--- config.mk ---
export PLATFORM = sky130hd
export DESIGN_NAME = tri_chan
export DESIGN_NICKNAME = d
export VERILOG_FILES = /design/src/logic/tri_pkg.sv /design/src/logic/tri_linear_counter.sv /design/src/logic/tri_period_timer.sv /design/src/logic/tri_sequencer.sv /design/src/logic/tri_chan.sv
export SDC_FILE = /design/constraint.sdc
export NUM_CORES = 1
export LEC_CHECK = 0
export ABC_AREA = 1
export BUFFER_PORTS_ARGS = -buffer_cell sky130_fd_sc_hd__buf_2
export CORE_UTILIZATION = 55
export CTS_BUF_LIST = sky130_fd_sc_hd__clkbuf_2
export DETAILED_ROUTE_END_ITERATION = 12
export PLACE_DENSITY = 0.77
export SYNTH_ARGS = -nofsm -noshare
export SYNTH_HDL_FRONTEND = slang
export SYNTH_SLANG_ARGS = --single-unit
--- constraint.sdc ---
create_clock -name phi1 -period 3.4 [get_ports phi1]
set_input_delay 0.51 -clock phi1 [delete_from_list [all_inputs] [get_ports phi1]]
set_output_delay 0.51 -clock phi1 [all_outputs]
set_load 0.02 [all_outputs]
--- src/logic/tri_pkg.sv ---
package tri_pkg;

	// Channel widths
	localparam int lin_width    = 7;
	localparam int period_width = 11;
	localparam int step_width   = 5;
	localparam int level_width  = 4;

	typedef logic [lin_width-1:0]    lin_count_t;  // Linear count and reload value
	typedef logic [period_width-1:0] period_t;     // Timer period
	typedef logic [step_width-1:0]   seq_step_t;   // Sequencer position
	typedef logic [level_width-1:0]  tri_level_t;  // DAC level

	// One CPU write byte, read differently by the linear and high period registers
	typedef union packed {
		struct packed {
			logic       ctrl;    // Halt bit, also length counter disable
			lin_count_t reload;
		} lin;
		struct packed {
			logic [4:0] length_idx;  // Length table index, not used by this channel
			logic [2:0] period_hi;   // Period bits 10..8
		} hi;
	} reg_data_u;

endpackage

--- src/logic/tri_linear_counter.sv ---
`timescale 1ns/100ps

module tri_linear_counter (
	input  logic               phi1,
	input  logic               arst_n,
	input  logic               wr_lin,
	input  logic               wr_hi,
	input  logic               lfo,
	input  tri_pkg::reg_data_u data,
	output logic               length_enable,
	output logic               lin_active
);

	import tri_pkg::*;

	logic       ctrl_bit;
	lin_count_t reload_val;
	logic       reload_flag;
	lin_count_t count;
	logic       count_zero;

	assign count_zero = (count == '0);

	// Control bit from the linear register write
	always_ff @(posedge phi1 or negedge arst_n) begin
		if (!arst_n) begin
			ctrl_bit <= 1'b0;
		end else if (wr_lin) begin
			ctrl_bit <= data.lin.ctrl;
		end
	end

	always_ff @(posedge phi1 or negedge arst_n) begin
		if (!arst_n) begin
			reload_val <= '0;
		end else if (wr_lin) begin
			reload_val <= data.lin.reload;
		end
	end

	// A period high write requests a reload.
	// With the control bit set the request stays, so every quarter frame reloads
	always_ff @(posedge phi1 or negedge arst_n) begin
		if (!arst_n) begin
			reload_flag <= 1'b0;
		end else if (wr_hi) begin
			reload_flag <= 1'b1;  // Wins over a clear in the same cycle
		end else if (lfo && !ctrl_bit) begin
			reload_flag <= 1'b0;
		end
	end

	// Quarter frame step, flag sampled before its own update
	always_ff @(posedge phi1 or negedge arst_n) begin
		if (!arst_n) begin
			count <= '0;
		end else if (lfo) begin
			if (reload_flag) begin
				count <= reload_val;
			end else if (!count_zero) begin
				count <= count - 1'b1;
			end
		end
	end

	assign lin_active    = !count_zero;
	assign length_enable = !ctrl_bit;  // Halt stops the length counter too

endmodule

--- src/logic/tri_period_timer.sv ---
`timescale 1ns/100ps

module tri_period_timer (
	input  logic               phi1,
	input  logic               arst_n,
	input  logic               wr_lo,
	input  logic               wr_hi,
	input  tri_pkg::reg_data_u data,
	output logic               tick
);

	import tri_pkg::*;

	period_t period;
	period_t count;
	logic    count_zero;

	assign count_zero = (count == '0);

	// Period assembled from the low byte and the three high bits
	always_ff @(posedge phi1 or negedge arst_n) begin
		if (!arst_n) begin
			period <= '0;
		end else begin
			if (wr_lo) begin
				period[7:0] <= data;
			end
			if (wr_hi) begin
				period[period_width-1:8] <= data.hi.period_hi;
			end
		end
	end

	// Free running down counter.
	// New period values are only picked up here, at the zero reload
	always_ff @(posedge phi1 or negedge arst_n) begin
		if (!arst_n) begin
			count <= '0;
		end else if (count_zero) begin
			count <= period;
		end else begin
			count <= count - 1'b1;
		end
	end

	// One pulse per reload, so every period+1 cycles
	always_ff @(posedge phi1 or negedge arst_n) begin
		if (!arst_n) begin
			tick <= 1'b0;
		end else begin
			tick <= count_zero;
		end
	end

endmodule

--- src/logic/tri_sequencer.sv ---
`timescale 1ns/100ps

module tri_sequencer (
	input  logic                phi1,
	input  logic                arst_n,
	input  logic                tick,
	input  logic                lin_active,
	input  logic                lock,
	input  logic                wr_step,
	input  tri_pkg::reg_data_u  data,
	output tri_pkg::tri_level_t tri_out
);

	import tri_pkg::*;

	seq_step_t  step;
	logic       step_en;
	logic       descending;
	tri_level_t low_nibble;

	// Timer tick only counts while the linear counter runs and the channel is free
	assign step_en = tick && lin_active && !lock;

	always_ff @(posedge phi1 or negedge arst_n) begin
		if (!arst_n) begin
			step <= '0;
		end else if (wr_step) begin
			step <= data[step_width-1:0];  // Debug preset
		end else if (step_en) begin
			step <= step + 1'b1;  // 31 wraps to 0
		end
	end

	// First half of the sequence falls, second half rises
	assign descending = !step[step_width-1];
	assign low_nibble = step[level_width-1:0];

	always_comb begin
		if (descending) begin
			tri_out = ~low_nibble;  // 15 - nibble
		end else begin
			tri_out = low_nibble;
		end
	end

endmodule

--- src/logic/tri_chan.sv ---
`timescale 1ns/100ps

module tri_chan (
	input  logic                phi1,
	input  logic                arst_n,
	input  logic                wr_lin,
	input  logic                wr_lo,
	input  logic                wr_hi,
	input  logic                wr_step,
	input  tri_pkg::reg_data_u  data,
	input  logic                lfo,
	input  logic                lock,
	output tri_pkg::tri_level_t tri_out,
	output logic                length_enable
);

	logic lin_active;
	logic tick;

	tri_linear_counter i_lin_cnt (
		.phi1          (phi1),
		.arst_n        (arst_n),
		.wr_lin        (wr_lin),
		.wr_hi         (wr_hi),
		.lfo           (lfo),
		.data          (data),
		.length_enable (length_enable),
		.lin_active    (lin_active)
	);

	// Frequency divider
	tri_period_timer i_period_timer (
		.phi1   (phi1),
		.arst_n (arst_n),
		.wr_lo  (wr_lo),
		.wr_hi  (wr_hi),
		.data   (data),
		.tick   (tick)
	);

	tri_sequencer i_sequencer (
		.phi1       (phi1),
		.arst_n     (arst_n),
		.tick       (tick),
		.lin_active (lin_active),
		.lock       (lock),
		.wr_step    (wr_step),
		.data       (data),
		.tri_out    (tri_out)
	);

endmodule

# After elaboration in Yosys (flattened, before gate mapping)
# Cells that the tools add are included.
[totals] ff_bits=44 inputBits=16 out_inout_bits=5 elab_cells=33
[op_classes] addsub=3 n_eq_ne=1 muxes=8 bitwise_logic=1 n_reduce_logical=11
[ops] cell="2-to-1 mux 7 bit" count=2
[ops] cell="logical NOT 11 bit" count=1
[ops] cell="2-to-1 mux 11 bit" count=1
[ops] cell="subtractor 11 x 1 -> 11 bit (second input constant)" count=1
[ops] cell="2-to-1 mux 5 bit" count=2
[ops] cell="logical NOT 7 bit" count=1
[ops] cell="subtractor 7 x 1 -> 7 bit (second input constant)" count=1
[ops] cell="adder 5 x 1 -> 5 bit (second input constant)" count=1
[ops] cell="2-to-1 mux 4 bit" count=1
[ops] cell="NOT 4 bit" count=1
[ops] cell="nonzero test 2 bit" count=2
[ops] cell="logical AND 1 bit" count=3
[ops] cell="logical NOT 1 bit" count=3
[ops] cell="2-to-1 mux 1 bit" count=2
[ops] cell="inequality test 2 x 1 -> 1 bit (second input constant)" count=1
[ops] cell="AND reduction 2 bit" count=1

# Logic depth before layout (Yosys ltp)
[depth] ltp_word=6 mapped_depth=9 ltp_nobuf=9

# By module
# From an unflattened synthesis, not the netlist that was laid out.
[hier_totals] hier_cells=286 area_unflattened_um2=2448.6
[modules_own_cells] mod="tri_period_timer" n_inst=1 cells_per_inst=136 area_per_inst_um2=1183.6 seq_area_each_um2=575.6
[modules_own_cells] mod="tri_linear_counter" n_inst=1 cells_per_inst=95 area_per_inst_um2=853.3 seq_area_each_um2=400.4
[modules_own_cells] mod="tri_sequencer" n_inst=1 cells_per_inst=55 area_per_inst_um2=411.6 seq_area_each_um2=125.1

# Least setup slack after synthesis
# OpenSTA, ideal clock, no wires.
[synth_timing] path_type="register -> output" start="register i_sequencer.step[4]" end="output tri_out[1]" t_arrival_ns=0.895 required_ns=2.890 setup_slack_ns=1.995 stages_incl_launch_ff=3 n_path_buf=1 path_cell_list="dfrtp_1 buf_2 xnor2_1"
[synth_between] elab_chain_cells=1
[synth_lines] element="from (decl)" line="tri_sequencer.sv:16" source="seq_step_t step;"
[synth_lines] element="from (signal assigned)" line="tri_sequencer.sv:28" source="step <= data[step_width-1:0];"
[synth_lines] element="from (signal assigned)" line="tri_sequencer.sv:30" source="step <= step + 1'b1;"
[synth_lines] element="2-to-1 mux 4 bit" line="tri_sequencer.sv:39" source="if (descending) begin"
[synth_lines] element="to (decl)" line="tri_chan.sv:13" source="output tri_pkg::tri_level_t tri_out,"
# Every way passes these cells.

# Worst setup path in the final report
[layout_timing] start="register i_sequencer.step[4]" end="output tri_out[3]"
# The elaborated chain is that of the path after synthesis.

==> run summary <==
Clock latency reported for the late side of the worst-skew pair - 0.41 ns
Cell area power density - 601 nW/um2
Vias in the first global route - 1668
Reg2Reg Capture Point - i_sequencer.step[2]$_DFFE_PN0P_
Flip-flop and latch count after synthesis - 44
Worst Path Max Fanout - 7
FP Rows - 23
Relative slew slack - 35.8%
Result of the run - finished clean
Power consumption - 1.49 mW
Vert. Die Dim - 66.6 um
Initial Util - 57.4%
Type of the worst min-delay path - input port to asynchronous set/reset pin
Area enclosed by the die boundary - 4440 um2
Net count after synthesis - 285
Post-synthesis cell count - 264
Synthesized area divided by synthesized cell count - 8.70 um2
Cell total after placement - 327
Sequential element share of the synthesized area - 48.0%
Post-CTS Setup Inserts - 0
Reg-to-reg setup timing slack - 1.96 ns
GR met1 Demand/Resource - 27.4%
Via density - 5.17
Number of buffers inserted during clock tree synthesis - 5
Global-route wire length before repair - 7330 um
Proportion of layout cells with a drive suffix above 1 - 23.2%
Slew at the pin with the worst max-slew slack - 0.962 ns
Detailed-routing iteration count for the pre-antenna-repair pass - 4
Via count of the routed design - 1732
H-tree levels - 2
Global-route met2 utilization - 39.0%
Post-synthesis instance area - 2300 um2
Setup repair after global routing missed its margin - no
Number of antenna violations at the first check in global routing - 0
Post-route fraction of the period consumed by the critical path - 52.6%
Netlist cell types - 30
Number of failing setup endpoints in the final timing report - 0
Reg clk slew, reported paths - 0.23 ns
PortBufs - 20
Final ANT Viol Nets - 0
Required time of the critical path - 2.89 ns
Non-filler cells, final - 335
Met3 GRT Util - 5.14%
Logic depth of the worst register-to-register path - 9
Number of buffers on the longest clock path - 2
Drt drc - 0
Number of clock sinks - 44
Diodes inserted - 0
Count of hold buffers inserted by post-cts repair - 0
Clock period minus worst slack - 1.79 ns
Overall Global Routing Usage - 22.7%
Capturing element type of the critical path - primary output
Max-cap check violation count - 0
Data arrival, critical path - 1.28 ns
Lkg Pwr - 1.25 nW
Synth Flop Type - sky130_fd_sc_hd__dfrtp_1
Maximum number of pins on one net before global-route repair - 45
Count of cells resized by post-cts repair - 0
DP Worst Slack - 1.99 ns
Post-layout net count - 305
Post-layout utilization of the core - 62.1%
Number of enable flip-flop cells after synthesis - 0
Number of placed I/O pins - 21
Aggregate routed wire length - 4180 um
IR drop worst, VDD - 0.000381 V
Aggregate negative setup slack - 0 ns
HPWL reported at the end of detailed placement - 3080 um
Highest clock frequency the design can meet - 559 MHz
Final Hold Fails - 0
Synthesis-to-finish area growth - 8.12%
Total global routing overflow - 0
Fraction of synthesis flops using an asynchronous set or reset pin - 100%
Startpoint types - flop
Post-route clock skew - 0.0247 ns
Busiest layer in global routing - met2
Overall die width - 66.6 um
Final GP Congestion - 0.855
Pins Over Slew Limit - 0
WS Path Type - flop to primary output
DR WL/cell - 12.5 um
Clock root buffer master - sky130_fd_sc_hd__clkbuf_2
Synth warnings - 0
Start of the worst register-to-register path - i_lin_cnt.count[0]$_DFFE_PN0P_
Final critical-path setup slack - 1.61 ns
TritonCTS clock tree - yes
Placeable core area - 4000 um2
Initial DRC count - 43
-- power breakdown --
| part | total, mW | switching, mW | internal (mW) | leakage (nW) |
|---|---|---|---|---|
| sequential | 0.734 | 0.0996 | 0.634 | 0.530 |
| clock | 0.293 | 0.166 | 0.127 | 0.0430 |
| combinational | 0.466 | 0.270 | 0.196 | 0.672 |
-- final cells by class --
cell class,count,area (um2)
Clock buffer,6,30.0
Clock inverter,2,35.0
Fill cell,361,1520
Inverter,26,100
Multi-Input combinational cell,187,1050
Sequential cell,44,1100
Tap cell,50,62.6
Timing Repair Buffer,20,100
-- per-layer routing --
| metal | share of wire (%) | vias up |
|---|---|---|
| met5 | 0 | - |
| met4 | 1.8 | 0 |
| met3 | 2.4 | 7 |
| met2 | 50 | 21 |
| met1 | 46 | 815 |
| li1 | - | 889 |
-- Yosys cell counts, types with 4 or more instances --
library cell / count / area share, %
sky130_fd_sc_hd__o21ai_0: 23 / 5.0
sky130_fd_sc_hd__mux2_2: 12 / 5.9
sky130_fd_sc_hd__inv_1: 20 / 3.3
sky130_fd_sc_hd__nand3_1: 18 / 3.9
sky130_fd_sc_hd__buf_2: 5 / 1.1
sky130_fd_sc_hd__nor2_1: 13 / 2.1
sky130_fd_sc_hd__nand2_2: 8 / 2.2
sky130_fd_sc_hd__dfrtp_1: 44 / 48
sky130_fd_sc_hd__ha_1: 5 / 2.7
sky130_fd_sc_hd__o21ai_2: 4 / 1.5
sky130_fd_sc_hd__inv_2: 4 / 0.65
sky130_fd_sc_hd__xnor2_1: 7 / 2.7
sky130_fd_sc_hd__nand2_1: 75 / 12
-- layout by cell type, fill, tap and decap left out, types with 3 or more instances in the layout --
cell type,n
sky130_fd_sc_hd__nand4_1,3
sky130_fd_sc_hd__clkbuf_2,6
sky130_fd_sc_hd__ha_1,5
sky130_fd_sc_hd__xnor2_1,7
sky130_fd_sc_hd__o21ai_2,4
sky130_fd_sc_hd__inv_1,20
sky130_fd_sc_hd__dfrtp_1,44
sky130_fd_sc_hd__nor2_2,3
sky130_fd_sc_hd__nand2_2,8
sky130_fd_sc_hd__inv_2,4
sky130_fd_sc_hd__nand2_1,75
sky130_fd_sc_hd__nand3_1,18
sky130_fd_sc_hd__o21ai_0,23
sky130_fd_sc_hd__mux2_2,12
sky130_fd_sc_hd__buf_2,20
sky130_fd_sc_hd__o21ai_1,3
sky130_fd_sc_hd__nor2_1,13
-- flip-flops by register name, indices dropped and copies added (netlist names) --
register,count
i_lin_cnt.count,7
i_lin_cnt.ctrl_bit,1
i_lin_cnt.reload_flag,1
i_lin_cnt.reload_val,7
i_period_timer.count,11
i_period_timer.period,11
i_period_timer.tick,1
i_sequencer.step,5
-- worst max-delay path: stages (launching register included) --
cell	delay (ns)
sky130_fd_sc_hd__dfrtp_1	0.53
sky130_fd_sc_hd__xnor2_1	0.18
sky130_fd_sc_hd__buf_2	0.18
-- worst max path at each step --
stage                                     from                               to  slack (ns)  depth (start not counted)
5_1_grt        i_sequencer.step[4]$_DFFE_PN0P_                       tri_out[2]        1.50                          2
6_report       i_sequencer.step[4]$_DFFE_PN0P_                       tri_out[3]        1.61                          2
2_1_floorplan  i_sequencer.step[4]$_DFFE_PN0P_                       tri_out[1]        2.00                          2
4_1_cts        i_sequencer.step[4]$_DFFE_PN0P_                       tri_out[3]        1.58                          2
3_3_place_gp    i_lin_cnt.count[0]$_DFFE_PN0P_  i_sequencer.step[0]$_DFFE_PN0P_        2.03                          9
3_5_place_dp    i_lin_cnt.count[0]$_DFFE_PN0P_  i_sequencer.step[1]$_DFFE_PN0P_        1.99                          9
-- through the flow --
stage / hold slack [ns] / cell area, um2
after floorplan: 0.214 / 2300
after global placement: 0.464 / 2420
after detailed placement: 0.476 / 2420
after CTS: 0.232 / 2480
after global routing: 0.271 / 2480
final: 0.203 / 2480
-- logic make-up (layout without fill, tap and decap cells) --
kind of cell / after synthesis / count (layout) / synth area share (%)
compound gates: 34 / 34 / 8.39
xor+xnor: 9 / 9 / 3.43
fa+ha+maj: 5 / 5 / 2.72
buf+inv: 33 / 54 / 6.16
flops: 44 / 44 / 48.0
mux: 12 / 12 / 5.89
simple gates: 127 / 127 / 25.5
Power figures use the tool's default switching activity.
